## src/design/periph_pkg.sv

```systemverilog
/*
 * Peripheral subsystem constants: address map, register offsets,
 * interrupt source numbering
 */
`default_nettype none

package periph_pkg;

  // Peripheral select field in the bus address
  localparam int unsigned PERIPH_SEL_LSB = 12;
  localparam int unsigned PERIPH_SEL_W   = 4;

  localparam int unsigned IDX_IRQ    = 0;
  localparam int unsigned IDX_GPIO   = 1;
  localparam int unsigned IDX_TIMER  = 2;
  localparam int unsigned NUM_PERIPH = 3;

  // Word offset inside a peripheral from address bits 5:2
  localparam int unsigned REG_OFF_LSB = 2;
  localparam int unsigned REG_OFF_W   = 4;

  // Interrupt source map where source 0 means no interrupt
  localparam int unsigned NUM_SRC        = 32;
  localparam int unsigned SRC_ID_W       = 5;
  localparam int unsigned SRC_UART_BASE  = 1;
  localparam int unsigned SRC_GPIO_BASE  = 9;
  localparam int unsigned SRC_TIMER_BASE = 17;
  localparam int unsigned NUM_EXT_IRQ    = 8;
  localparam int unsigned SRC_EXT_BASE   = 19;

  localparam int unsigned IRQ_PENDING = 0;
  localparam int unsigned IRQ_ENABLE  = 1;
  localparam int unsigned IRQ_CLAIM   = 2;
  localparam int unsigned IRQ_MSIP    = 3;

  localparam int unsigned NUM_GPIO         = 8;
  localparam int unsigned GPIO_IN          = 0;
  localparam int unsigned GPIO_OUT         = 1;
  localparam int unsigned GPIO_OE          = 2;
  localparam int unsigned GPIO_INTR_EN     = 3;
  localparam int unsigned GPIO_INTR_STATUS = 4;

  localparam int unsigned TMR_CTRL  = 0;
  localparam int unsigned TMR_MTIME = 1;
  localparam int unsigned TMR_CMP0  = 2;
  localparam int unsigned TMR_CMP1  = 3;

endpackage

`default_nettype wire

```

## src/design/gpio.sv

```systemverilog
/*
 * GPIO: output and output enable, synchronised inputs,
 * rising-edge interrupt status with write-one-to-clear
 */
`timescale 1ns/100ps
`default_nettype none

module gpio
  import periph_pkg::*;
(
  input  logic                 clk_i,
  input  logic                 rst_i,
  input  logic                 valid_i,
  input  logic                 we_i,
  input  logic [REG_OFF_W-1:0] addr_i,
  input  logic [31:0]          wdata_i,
  output logic [31:0]          rdata_o,
  input  logic [NUM_GPIO-1:0]  gpio_i,
  output logic [NUM_GPIO-1:0]  gpio_o,
  output logic [NUM_GPIO-1:0]  gpio_oe_o,
  output logic [NUM_GPIO-1:0]  intr_o
);

  logic [NUM_GPIO-1:0] sync1_q;
  logic [NUM_GPIO-1:0] sync2_q;
  logic [NUM_GPIO-1:0] prev_q;
  logic [NUM_GPIO-1:0] out_q;
  logic [NUM_GPIO-1:0] oe_q;
  logic [NUM_GPIO-1:0] intr_en_q;
  logic [NUM_GPIO-1:0] status_q;
  logic [NUM_GPIO-1:0] rise;
  logic [NUM_GPIO-1:0] status_clr;
  logic                wr;

  assign wr         = valid_i & we_i;
  assign rise       = sync2_q & ~prev_q;
  assign status_clr = (wr && addr_i == GPIO_INTR_STATUS) ? wdata_i[NUM_GPIO-1:0] : '0;

  always_ff @(posedge clk_i) begin
    if (rst_i) begin
      sync1_q   <= '0;
      sync2_q   <= '0;
      prev_q    <= '0;
      out_q     <= '0;
      oe_q      <= '0;
      intr_en_q <= '0;
      status_q  <= '0;
    end else begin
      sync1_q  <= gpio_i;
      sync2_q  <= sync1_q;
      prev_q   <= sync2_q;
      status_q <= (status_q & ~status_clr) | (rise & intr_en_q);
      if (wr) begin
        case (addr_i)
          GPIO_OUT:     out_q     <= wdata_i[NUM_GPIO-1:0];
          GPIO_OE:      oe_q      <= wdata_i[NUM_GPIO-1:0];
          GPIO_INTR_EN: intr_en_q <= wdata_i[NUM_GPIO-1:0];
          default: ;
        endcase
      end
    end
  end

  always_comb begin
    rdata_o = 32'h0;
    case (addr_i)
      GPIO_IN:          rdata_o[NUM_GPIO-1:0] = sync2_q;
      GPIO_OUT:         rdata_o[NUM_GPIO-1:0] = out_q;
      GPIO_OE:          rdata_o[NUM_GPIO-1:0] = oe_q;
      GPIO_INTR_EN:     rdata_o[NUM_GPIO-1:0] = intr_en_q;
      GPIO_INTR_STATUS: rdata_o[NUM_GPIO-1:0] = status_q;
      default:          rdata_o = 32'h0;
    endcase
  end

  assign gpio_o    = out_q;
  assign gpio_oe_o = oe_q;
  assign intr_o    = status_q & intr_en_q;

endmodule

`default_nettype wire

```

## src/design/irq_ctrl.sv

```systemverilog
/*
 * Interrupt controller: level gateways, pending and enable bits,
 * claim/complete with lowest-ID selection, software interrupt bit
 */
`timescale 1ns/100ps
`default_nettype none

module irq_ctrl
  import periph_pkg::*;
(
  input  logic                 clk_i,
  input  logic                 rst_i,
  input  logic                 valid_i,
  input  logic                 we_i,
  input  logic [REG_OFF_W-1:0] addr_i,
  input  logic [31:0]          wdata_i,
  output logic [31:0]          rdata_o,
  input  logic [NUM_SRC-1:0]   src_i,
  output logic                 irq_o,
  output logic                 msip_o
);

  logic [NUM_SRC-1:0]  pending_q;
  logic [NUM_SRC-1:0]  enable_q;
  logic [NUM_SRC-1:0]  inflight_q;
  logic                msip_q;
  logic [NUM_SRC-1:0]  gw_set;
  logic [NUM_SRC-1:0]  cand;
  logic [SRC_ID_W-1:0] claim_id;
  logic                claim_rd;
  logic [NUM_SRC-1:0]  claim_hot;
  logic                complete_we;
  logic [SRC_ID_W-1:0] complete_id;
  logic [NUM_SRC-1:0]  complete_hot;

  // Gateway never fires for source 0 and holds off in-flight sources
  assign gw_set = {src_i[NUM_SRC-1:1], 1'b0} & ~inflight_q;
  assign cand   = pending_q & enable_q;

  always_comb begin
    claim_id = '0;
    // Downward scan so the lowest ID is kept
    for (int i = NUM_SRC - 1; i > 0; i--) begin
      if (cand[i]) begin
        claim_id = SRC_ID_W'(i);
      end
    end
  end

  assign claim_rd     = valid_i & ~we_i & (addr_i == IRQ_CLAIM);
  assign claim_hot    = (claim_rd && claim_id != '0) ? (NUM_SRC'(1) << claim_id) : '0;
  assign complete_we  = valid_i & we_i & (addr_i == IRQ_CLAIM);
  assign complete_id  = wdata_i[SRC_ID_W-1:0];
  assign complete_hot = complete_we ? (NUM_SRC'(1) << complete_id) : '0;

  always_ff @(posedge clk_i) begin
    if (rst_i) begin
      pending_q  <= '0;
      enable_q   <= '0;
      inflight_q <= '0;
      msip_q     <= 1'b0;
    end else begin
      // Claim clear wins over a gateway set in the same cycle
      pending_q  <= (pending_q | gw_set) & ~claim_hot;
      inflight_q <= (inflight_q | claim_hot) & ~complete_hot;
      if (valid_i && we_i) begin
        case (addr_i)
          IRQ_ENABLE: enable_q <= {wdata_i[NUM_SRC-1:1], 1'b0};
          IRQ_MSIP:   msip_q   <= wdata_i[0];
          default: ;
        endcase
      end
    end
  end

  always_comb begin
    rdata_o = 32'h0;
    case (addr_i)
      IRQ_PENDING: rdata_o[NUM_SRC-1:0] = pending_q;
      IRQ_ENABLE:  rdata_o[NUM_SRC-1:0] = enable_q;
      IRQ_CLAIM:   rdata_o[SRC_ID_W-1:0] = claim_id;
      IRQ_MSIP:    rdata_o[0] = msip_q;
      default:     rdata_o = 32'h0;
    endcase
  end

  assign irq_o  = |cand;
  assign msip_o = msip_q;

  // Software may only complete an ID it has claimed before
  a_complete_inflight: assert property (
    @(posedge clk_i) disable iff (rst_i)
    (complete_we && complete_id != '0) |-> inflight_q[complete_id]
  );

endmodule

`default_nettype wire

```

## src/design/mtimer.sv

```systemverilog
/*
 * Machine timer: 32-bit mtime, two compare channels with expiry levels
 */
`timescale 1ns/100ps
`default_nettype none

module mtimer
  import periph_pkg::*;
(
  input  logic                 clk_i,
  input  logic                 rst_i,
  input  logic                 valid_i,
  input  logic                 we_i,
  input  logic [REG_OFF_W-1:0] addr_i,
  input  logic [31:0]          wdata_i,
  output logic [31:0]          rdata_o,
  output logic [1:0]           intr_o
);

  // ctrl_q[0] runs mtime and ctrl_q[2:1] enable the channels
  logic [2:0]       ctrl_q;
  logic [31:0]      mtime_q;
  logic [1:0][31:0] cmp_q;
  logic [1:0]       intr_q;
  logic             wr;

  assign wr = valid_i & we_i;

  always_ff @(posedge clk_i) begin
    if (rst_i) begin
      ctrl_q  <= '0;
      mtime_q <= '0;
      cmp_q   <= '1;
      intr_q  <= '0;
    end else begin
      if (wr && addr_i == TMR_MTIME) begin
        mtime_q <= wdata_i;
      end else if (ctrl_q[0]) begin
        mtime_q <= mtime_q + 32'd1;
      end
      if (wr) begin
        case (addr_i)
          TMR_CTRL: ctrl_q   <= wdata_i[2:0];
          TMR_CMP0: cmp_q[0] <= wdata_i;
          TMR_CMP1: cmp_q[1] <= wdata_i;
          default: ;
        endcase
      end
      // Expiry level lags the compare by one cycle
      for (int k = 0; k < 2; k++) begin
        intr_q[k] <= ctrl_q[k+1] && (mtime_q >= cmp_q[k]);
      end
    end
  end

  always_comb begin
    rdata_o = 32'h0;
    case (addr_i)
      TMR_CTRL:  rdata_o[2:0] = ctrl_q;
      TMR_MTIME: rdata_o = mtime_q;
      TMR_CMP0:  rdata_o = cmp_q[0];
      TMR_CMP1:  rdata_o = cmp_q[1];
      default:   rdata_o = 32'h0;
    endcase
  end

  assign intr_o = intr_q;

endmodule

`default_nettype wire

```

## src/design/obi_reg_bridge.sv

```systemverilog
/*
 * OBI slave to register bus bridge, one register access per transfer
 */
`timescale 1ns/100ps
`default_nettype none

module obi_reg_bridge (
  input  logic        clk_i,
  input  logic        rst_i,
  input  logic        obi_req_i,
  input  logic        obi_we_i,
  input  logic [3:0]  obi_be_i,
  input  logic [31:0] obi_addr_i,
  input  logic [31:0] obi_wdata_i,
  output logic        obi_gnt_o,
  output logic        obi_rvalid_o,
  output logic [31:0] obi_rdata_o,
  output logic        reg_valid_o,
  output logic        reg_we_o,
  output logic [3:0]  reg_be_o,
  output logic [31:0] reg_addr_o,
  output logic [31:0] reg_wdata_o,
  input  logic [31:0] reg_rdata_i
);

  // Sequencer is idle when neither flag is set
  logic        access_q;
  logic        resp_q;
  logic        accept;
  logic        we_q;
  logic [3:0]  be_q;
  logic [31:0] addr_q;
  logic [31:0] wdata_q;
  logic [31:0] rdata_q;

  assign obi_gnt_o = ~access_q & ~resp_q;
  assign accept    = obi_req_i & obi_gnt_o;

  always_ff @(posedge clk_i) begin
    if (rst_i) begin
      access_q <= 1'b0;
      resp_q   <= 1'b0;
    end else begin
      access_q <= accept;
      resp_q   <= access_q;
    end
  end

  always_ff @(posedge clk_i) begin
    if (accept) begin
      we_q    <= obi_we_i;
      be_q    <= obi_be_i;
      addr_q  <= obi_addr_i;
      wdata_q <= obi_wdata_i;
    end
    // Writes answer with zero data
    if (access_q) begin
      rdata_q <= we_q ? 32'h0 : reg_rdata_i;
    end
  end

  assign reg_valid_o  = access_q;
  assign reg_we_o     = we_q;
  assign reg_be_o     = be_q;
  assign reg_addr_o   = addr_q;
  assign reg_wdata_o  = wdata_q;
  assign obi_rvalid_o = resp_q;
  assign obi_rdata_o  = rdata_q;

  a_rvalid_after_access: assert property (
    @(posedge clk_i) disable iff (rst_i) obi_rvalid_o |-> $past(reg_valid_o)
  );

endmodule

`default_nettype wire

```

## src/design/peripheral_subsystem.sv

```systemverilog
/*
 * Peripheral subsystem top: OBI bridge, register bus demux,
 * interrupt controller, GPIO, timer and the interrupt source vector
 */
`timescale 1ns/100ps
`default_nettype none

module peripheral_subsystem
  import periph_pkg::*;
(
  input  logic                   clk_i,
  input  logic                   rst_i,
  input  logic                   obi_req_i,
  input  logic                   obi_we_i,
  input  logic [3:0]             obi_be_i,
  input  logic [31:0]            obi_addr_i,
  input  logic [31:0]            obi_wdata_i,
  output logic                   obi_gnt_o,
  output logic                   obi_rvalid_o,
  output logic [31:0]            obi_rdata_o,
  input  logic [7:0]             uart_irq_i,
  input  logic [NUM_EXT_IRQ-1:0] ext_irq_i,
  input  logic [NUM_GPIO-1:0]    gpio_i,
  output logic [NUM_GPIO-1:0]    gpio_o,
  output logic [NUM_GPIO-1:0]    gpio_oe_o,
  output logic                   irq_o,
  output logic                   msip_o,
  output logic                   timer0_intr_o,
  output logic                   timer1_intr_o
);

  logic                 reg_valid;
  logic                 reg_we;
  logic [3:0]           reg_be;
  logic [31:0]          reg_addr;
  logic [31:0]          reg_wdata;
  logic [31:0]          reg_rdata;
  logic                 bus_valid;
  logic [REG_OFF_W-1:0] reg_off;
  logic                 irq_valid;
  logic                 gpio_valid;
  logic                 tmr_valid;
  logic [31:0]          irq_rdata;
  logic [31:0]          gpio_rdata;
  logic [31:0]          tmr_rdata;
  logic [NUM_GPIO-1:0]  gpio_intr;
  logic [1:0]           tmr_intr;
  logic [NUM_SRC-1:0]   intr_vector;

  // A write with no byte lanes set is dropped
  assign bus_valid = reg_valid & ~(reg_we & ~|reg_be);
  assign reg_off   = reg_addr[REG_OFF_LSB +: REG_OFF_W];

  // ID 0 means no interrupt and the top IDs are unused
  assign intr_vector[0] = 1'b0;
  assign intr_vector[SRC_UART_BASE +: 8] = uart_irq_i;
  assign intr_vector[SRC_GPIO_BASE +: NUM_GPIO] = gpio_intr;
  assign intr_vector[SRC_TIMER_BASE +: 2] = tmr_intr;
  assign intr_vector[SRC_EXT_BASE +: NUM_EXT_IRQ] = ext_irq_i;
  assign intr_vector[NUM_SRC-1:SRC_EXT_BASE+NUM_EXT_IRQ] = '0;

  obi_reg_bridge u_bridge (
    .clk_i,
    .rst_i,
    .obi_req_i,
    .obi_we_i,
    .obi_be_i,
    .obi_addr_i,
    .obi_wdata_i,
    .obi_gnt_o,
    .obi_rvalid_o,
    .obi_rdata_o,
    .reg_valid_o (reg_valid),
    .reg_we_o    (reg_we),
    .reg_be_o    (reg_be),
    .reg_addr_o  (reg_addr),
    .reg_wdata_o (reg_wdata),
    .reg_rdata_i (reg_rdata)
  );

  reg_bus_demux u_demux (
    .clk_i,
    .rst_i,
    .reg_valid_i  (bus_valid),
    .reg_addr_i   (reg_addr),
    .reg_rdata_o  (reg_rdata),
    .irq_valid_o  (irq_valid),
    .gpio_valid_o (gpio_valid),
    .tmr_valid_o  (tmr_valid),
    .irq_rdata_i  (irq_rdata),
    .gpio_rdata_i (gpio_rdata),
    .tmr_rdata_i  (tmr_rdata)
  );

  irq_ctrl u_irq_ctrl (
    .clk_i,
    .rst_i,
    .valid_i (irq_valid),
    .we_i    (reg_we),
    .addr_i  (reg_off),
    .wdata_i (reg_wdata),
    .rdata_o (irq_rdata),
    .src_i   (intr_vector),
    .irq_o,
    .msip_o
  );

  gpio u_gpio (
    .clk_i,
    .rst_i,
    .valid_i (gpio_valid),
    .we_i    (reg_we),
    .addr_i  (reg_off),
    .wdata_i (reg_wdata),
    .rdata_o (gpio_rdata),
    .gpio_i,
    .gpio_o,
    .gpio_oe_o,
    .intr_o  (gpio_intr)
  );

  mtimer u_mtimer (
    .clk_i,
    .rst_i,
    .valid_i (tmr_valid),
    .we_i    (reg_we),
    .addr_i  (reg_off),
    .wdata_i (reg_wdata),
    .rdata_o (tmr_rdata),
    .intr_o  (tmr_intr)
  );

  assign timer0_intr_o = tmr_intr[0];
  assign timer1_intr_o = tmr_intr[1];

endmodule

`default_nettype wire

```

## src/design/reg_bus_demux.sv

```systemverilog
/*
 * Register bus demux: peripheral select decode and read data return
 */
`timescale 1ns/100ps
`default_nettype none

module reg_bus_demux
  import periph_pkg::*;
(
  input  logic        clk_i,
  input  logic        rst_i,
  input  logic        reg_valid_i,
  input  logic [31:0] reg_addr_i,
  output logic [31:0] reg_rdata_o,
  output logic        irq_valid_o,
  output logic        gpio_valid_o,
  output logic        tmr_valid_o,
  input  logic [31:0] irq_rdata_i,
  input  logic [31:0] gpio_rdata_i,
  input  logic [31:0] tmr_rdata_i
);

  logic [PERIPH_SEL_W-1:0] sel;
  logic [NUM_PERIPH-1:0]   valid_vec;

  assign sel = reg_addr_i[PERIPH_SEL_LSB +: PERIPH_SEL_W];

  // Unmapped index gets no strobe and reads zero
  always_comb begin
    valid_vec   = '0;
    reg_rdata_o = 32'h0;
    case (sel)
      IDX_IRQ: begin
        valid_vec[IDX_IRQ] = reg_valid_i;
        reg_rdata_o        = irq_rdata_i;
      end
      IDX_GPIO: begin
        valid_vec[IDX_GPIO] = reg_valid_i;
        reg_rdata_o         = gpio_rdata_i;
      end
      IDX_TIMER: begin
        valid_vec[IDX_TIMER] = reg_valid_i;
        reg_rdata_o          = tmr_rdata_i;
      end
      default: begin
        reg_rdata_o = 32'h0;
      end
    endcase
  end

  assign irq_valid_o  = valid_vec[IDX_IRQ];
  assign gpio_valid_o = valid_vec[IDX_GPIO];
  assign tmr_valid_o  = valid_vec[IDX_TIMER];

  a_one_target: assert property (
    @(posedge clk_i) disable iff (rst_i)
    $onehot0({irq_valid_o, gpio_valid_o, tmr_valid_o})
  );

endmodule

`default_nettype wire

```

## config.mk

```make
export PLATFORM = sky130hd
export DESIGN_NAME = peripheral_subsystem
export DESIGN_NICKNAME = d
export VERILOG_FILES = /design/src/design/periph_pkg.sv /design/src/design/gpio.sv /design/src/design/irq_ctrl.sv /design/src/design/mtimer.sv /design/src/design/obi_reg_bridge.sv /design/src/design/peripheral_subsystem.sv /design/src/design/reg_bus_demux.sv
export SDC_FILE = /design/constraint.sdc
export NUM_CORES = 1
export LEC_CHECK = 0
export ABC_AREA = 1
export BUFFER_PORTS_ARGS = -buffer_cell sky130_fd_sc_hd__buf_2
export CORE_UTILIZATION = 54
export CTS_CLUSTER_SIZE = 24
export DETAILED_ROUTE_END_ITERATION = 7
export PLACE_DENSITY = 0.78
export SYNTH_ARGS = -nofsm -noshare
export SYNTH_HDL_FRONTEND = slang
export SYNTH_SLANG_ARGS = --single-unit
```

## constraint.sdc

```tcl
create_clock -name clk_i -period 4.4 [get_ports clk_i]
set_input_delay 0.22 -clock clk_i [delete_from_list [all_inputs] [get_ports clk_i]]
set_output_delay 0.22 -clock clk_i [all_outputs]
set_load 0.1 [all_outputs]
```

# Yosys cells after proc, flatten, opt, wreduce, memory -nomap -nowiden
# Index checks and enable logic that the tools add are counted.
# W data, S select, Z words.
# totals
ff_bits,340
latch_bits,0
ram_bits,0
romBits,0
in_bits,96
out_inout_bits,54
wordCells,131
memories,0
# classes
addsub,1
mul,0
div_mod_pow,0
magnitude_cmp,2
n_eq_ne,6
shift,2
n_mux,46
bitwise,30
n_reduce_logical,21
# ops
cell,n
$mux W5,31
$mux W32,4
$and A32 B32 Y32,3
$not A32 Y32,3
$pmux W32 S3,1
$pmux W29 S3,1
$ge A32 B32 Y1,2
$or A32 B32 Y32,2
$shl A1 B5 Y32 const A,2
$pmux W27 S2,1
$pmux W8 S5,1
$add A32 B1 Y32 const B,1
$and A27 B32 Y32,1
$and A8 B8 Y8,4
$reduce_or A32 Y1,1
$not A8 Y8,2
$reduce_and A2 Y1,8
$eq A4 B2 Y1 const B,3
$pmux W3 S4,1
$pmux W4 S3,1
$and A1 B1 Y1,10
$eq A4 B1 Y1 const B,2
$logic_not A4 Y1,2
$mux W8,1
10 further kinds,20

# Longest topological paths before layout
# logic_depth
depth_word,37
mapped_depth,37
depth_no_buf,37

# Cells and area by module
# From an unflattened synthesis, not the netlist that was laid out.
# unflattened
cells_unflattened,2406
area_unflattened_um2,18039.8
# modules_own_cells
module,n_inst,cells_per_inst,area_each_um2,seq_area_each_um2
mtimer,1,985,6577.6,2021.9
irq_ctrl,1,709,4665.7,1901.8
obi_reg_bridge,1,176,3369.5,3072.9
gpio,1,370,2557.5,1121.1
reg_bus_demux,1,160,845.8,0.0
peripheral_subsystem,1,6,23.8,0.0

# Worst setup path before layout
# OpenSTA, ideal clock, no wires.
# synth_path
path_kind,reg2reg
startpoint,reg u_bridge.access_q (netlist: u_bridge.reg_valid_o)
endpoint,reg u_bridge.addr_q[12] (netlist: u_bridge.reg_addr_o[12]) (enable)
setup_time_ns,0.503
arrival_time_ns,3.952
required_time_ns,3.897
path_slack_ns,-0.055
path_stages_with_launch,2
n_path_buf,0
period_less_slack_ns,4.455
cell_sequence,dfxtp_1 > nor3_1
# synth_via
elab_chain_cells,3
# synth_rtl
element,line_no,text
start: declaration,obi_reg_bridge.sv:27,logic access_q;
start signal: assignment,obi_reg_bridge.sv:44,access_q <= accept;
$not A1 Y1,obi_reg_bridge.sv:36,assign obi_gnt_o = ~access_q & ~resp_q;
$and A1 B1 Y1,obi_reg_bridge.sv:36,
$and A1 B1 Y1,obi_reg_bridge.sv:37,assign accept = obi_req_i & obi_gnt_o;
via u_bridge.accept,obi_reg_bridge.sv:29,logic accept;
end signal: assignment,obi_reg_bridge.sv:53,addr_q <= obi_addr_i;
end: declaration,obi_reg_bridge.sv:32,logic [31:0] addr_q;
# The timed path passes the listed nets, and every way through them passes these cells.
# A chain may end at the register's enable or synchronous reset.

# Worst setup path after layout
# layout_path
startpoint,reg u_bridge.be_q[1] (netlist: u_bridge.reg_be_o[1])
endpoint,reg u_mtimer.mtime_q[31]
# layout_via
elab_chain_cells,9
elab_cells_between_ends,10
classes_between,mux: 2; bitwise: 4; reduce/logical: 4
# layout_rtl
element,line_no,text
start: declaration,obi_reg_bridge.sv:31,logic [3:0] be_q;
start signal: assignment,obi_reg_bridge.sv:52,be_q <= obi_be_i;
$reduce_or A4 Y1 *,peripheral_subsystem.sv:51,assign bus_valid = reg_valid & ~(reg_we & ~|reg_be);
$logic_not A1 Y1 *,peripheral_subsystem.sv:51,
$and A1 B1 Y1 *,peripheral_subsystem.sv:51,
$not A1 Y1 *,peripheral_subsystem.sv:51,
$and A1 B1 Y1 *,peripheral_subsystem.sv:51,
$mux W1 *,reg_bus_demux.sv:32,case (sel)
$and A1 B1 Y1 *,mtimer.sv:27,assign wr = valid_i & we_i;
$logic_and A1 B1 Y1 *,mtimer.sv:36,if (wr && addr_i == TMR_MTIME) begin
$mux W32 or $reduce_bool A2 Y1 (tied branches),--,
end signal: assignment,mtimer.sv:37,mtime_q <= wdata_i;
end signal: assignment,mtimer.sv:39,mtime_q <= mtime_q + 32'd1;
end: declaration,mtimer.sv:22,logic [31:0] mtime_q;
# Mark *: on every way between the ends. The rest lies on a longest branch, timed or not.

==> impl_metrics.env <==
export IMPL_synth_compound_area_frac=0.203
export IMPL_fp_dieH_microns=172
export IMPL_clkTransAtPathRegs_ns=0.06
export IMPL_grt_max_degree=93
export IMPL_crit_arrival_ns=3.98
export IMPL_syn_area_sq_um=15600
export IMPL_htreeDepth=2
export IMPL_hold_start="ext_irq_i[0]"
export IMPL_end_kind="flop"
export IMPL_maxCapViolations=0
export IMPL_grt_overflow_total=0
export IMPL_cts_tree="built"
export IMPL_multi_input_area_sq_um=7000
export IMPL_drive_gt1_frac=0.112
export IMPL_finalWeightedCongestion=0.961
export IMPL_numPortBuffers=125
export IMPL_yosys_area_share_adder=0.0523
export IMPL_totalWireLength_microns=48200
export IMPL_min_path_cells=3
export IMPL_yosys_area_share_xor_xnor=0.0169
export IMPL_tns_ns=0
export IMPL_synth_edff_count=77
export IMPL_area_delta_synth_final_pct=17.9
export IMPL_synth_top_family_by_area="compound AO/OA/AOI/OAI gates"
export IMPL_worst_ep_required_time_ns=4.76
export IMPL_post_route_drc_count=0
export IMPL_antenna_found_initial=0
export IMPL_min_period_over_period=0.822
export IMPL_die_w_microns=172
export IMPL_finalHoldViolations=0
export IMPL_critical_path_class="flop to flop"
export IMPL_outcome="finished clean"
export IMPL_placed_area_sq_um=16500
export IMPL_async_flop_share=0
export IMPL_synth_seq_area_share=0.469
export IMPL_grt_pass1_wl_microns=74400
export IMPL_syn_inst=1935
export IMPL_wl_per_cell_microns=19.3
export IMPL_grt_pass1_vias=13600
export IMPL_fin_nets=2247
export IMPL_clock_sinks=326
export IMPL_synthMostInstantiatedCell="nand2_1"
export IMPL_path_max_fanout=15
export IMPL_n_fill_cell=2451
export IMPL_grt_setup_unrepaired="no"
export IMPL_clock_root_buffer="clkbuf_16"
export IMPL_dp_final_hpwl_microns=33000
export IMPL_clock_latency_ns=0.53
export IMPL_yosysUniqueCellTypes=49
export IMPL_synth_area_leader_cell="dfxtp_1"
export IMPL_synthMuxAreaShare=0
export IMPL_r2r_worst_path_cells=11
export IMPL_design_core_area_sq_um=28100
export IMPL_tightest_slew_ns=1.14
export IMPL_yosys_warnings=0
export IMPL_drtAntennaViolNets=0
export IMPL_regArea_sq_um=7300
export IMPL_yosys_area_share_simple=0.175
export IMPL_drt_pre_antenna_iters=8
export IMPL_reg2reg_to="u_mtimer.mtime_q[31]"
export IMPL_row_count=61
export IMPL_synth_area_leaders="dfxtp_1, edfxtp_1, nand2_1, a21oi_1, inv_1"
export IMPL_r2r_start="u_bridge.reg_be_o[1]"
export IMPL_cts_max_path_buffers=3
export IMPL_holdPathEnd="u_irq_ctrl.pending_q[19]"
export IMPL_synthesis_nets=2096
export IMPL_finalSetupViolCount=0
export IMPL_ys_flop_type="dfxtp_1"
export IMPL_dieArea_sq_um=29500
export IMPL_pwr_density_cell_nw_per_um2=364
export IMPL_cts_resized=0
export IMPL_clock_skew_ns=0.0131
export IMPL_slew_limit_headroom=0.240
export IMPL_fin_area_sq_um=18400
export IMPL_cts_buffers=35
export IMPL_detail_route_vias_per_cell=5.85
export IMPL_track_usage=0.330
export IMPL_cp_start_kind="flop"
export IMPL_start_util=0.554
export IMPL_vias=14600
export IMPL_rrSetupSlack_ns=0.78
export IMPL_synth_top_cell_area_share=0.320
export IMPL_ioPinCount=150
export IMPL_vdd_ir_drop_max_mv=0.313
export IMPL_power_leakage_nw=7.97
export IMPL_hp_class="input port to flop"
export IMPL_drtIter0Drc=1569
export IMPL_ys_seq_elements=326
export IMPL_synth_commonest_cells="nand2_1, dfxtp_1, inv_1"
export IMPL_insertedDiodeCount=0
export IMPL_min_period_ns=3.62
export IMPL_fmax_ghz=0.276
export IMPL_synth_area_per_cell_sq_um=8.04
export IMPL_maxSlewViolCount=0
-- sequential cells by signal, indices dropped and copies added, names as in the netlist, 26 cells and up --
signal	flops
u_mtimer.cmp_q	64
u_bridge.obi_rdata_o	32
u_bridge.reg_wdata_o	32
u_irq_ctrl.pending_q	32
u_mtimer.mtime_q	32
u_irq_ctrl.enable_q	31
u_irq_ctrl.inflight_q	26
-- power by group --
| group | switching, W | internal [W] |
|---|---|---|
| logic | 0.000259 | 0.000108 |
| clock network | 0.00124 | 0.00190 |
| registers | 0.0000566 | 0.00313 |
| total | 0.00155 | 0.00513 |
-- how the worst max path moves through the flow --
stage	endpoint	from	cells after the start	slack [ns]
3_3_place_gp	u_mtimer.mtime_q[31]	u_bridge.reg_be_o[1]	11	1.02
5_1_grt	u_mtimer.mtime_q[17]	u_bridge.reg_be_o[1]	11	0.56
6_report	u_mtimer.mtime_q[31]	u_bridge.reg_be_o[1]	11	0.78
3_5_place_dp	u_mtimer.mtime_q[31]	u_bridge.reg_be_o[1]	11	0.92
2_1_floorplan	u_bridge.reg_addr_o[12]	u_bridge.reg_valid_o	1	1.32
4_1_cts	u_mtimer.mtime_q[31]	u_bridge.reg_be_o[1]	11	0.93
-- cell families (layout without fill, tap and decap cells) --
logic type,Yosys count,in the layout
flip-flops,326,326
adder cells (fa/ha/maj),65,65
AND/OR/NAND/NOR,645,645
AO/OA/AOI/OAI,519,519
buffers and inverters,350,528
XOR/XNOR,30,30
-- cell usage in the layout, fill, tap and decap left out, drive strengths merged, types with 2 or more instances in the layout --
master,count
o21ai,134
buf,147
nor3,37
a211oi,3
o211ai,70
a221oi,18
xor2,24
o221ai,25
o31ai,3
nor2,174
inv,255
nor3b,3
nand3,47
a31oi,13
o22ai,32
a21oi,189
clkbuf,42
nand4,17
edfxtp,77
ha,65
dfxtp,249
xnor2,6
nand2,351
and2,2
dlygate4sd3,61
nor4,12
o21bai,4
a22o,11
clkinv,16
bufinv,7
a32o,10
-- repair_timing --
action,in CTS,in global routing
buffers inserted,0,0
hold buffers,61,0
endpoints found under the hold margin,61,0
endpoints found under the setup margin,0,0
-- stage by stage --
step | hold WS [ns] | total power (W) | instances | setup slack [ns] | util
global placement | 0.389 | 0.00356 | 2366 | 1.02 | 0.589
finish | 0.0214 | 0.00668 | 2491 | 0.781 | 0.653
global route | 0.0339 | 0.00685 | 2491 | 0.558 | 0.653
CTS | 0.0189 | 0.00669 | 2491 | 0.928 | 0.653
floorplan | 0.319 | 0.00343 | 1935 | 1.32 | -
detailed placement | 0.394 | 0.00356 | 2366 | 0.924 | 0.589
-- cell type report --
cell class	count	share of cell area
timing repair buffer	208	0.0770
sequential	326	0.398
tap	378	0.0258
multi-input combinational	1259	0.381
inverter	256	0.0525
clock buffer	42	0.0497
clock inverter	22	0.0159
-- per-layer routing --
| layer | GRT usage | part of all wire |
|---|---|---|
| met1 | 0.426 | 0.41 |
| met2 | 0.530 | 0.45 |
| met3 | 0.0476 | 0.079 |
| met4 | 0.181 | 0.058 |
| met5 | 0 | 0 |
-- critical path: stages, from the launching register on --
cell and delay, ns:
edfxtp_1 0.38, nor4_1 0.47, nand2_1 0.13, nand2_1 0.11, inv_1 0.07, nand3_1 0.31
nor2_2 0.20, nor2_1 0.81, inv_1 0.59, o21ai_0 0.18, o21bai_1 0.13, a21oi_1 0.07
(Power assumes the default switching activity.)
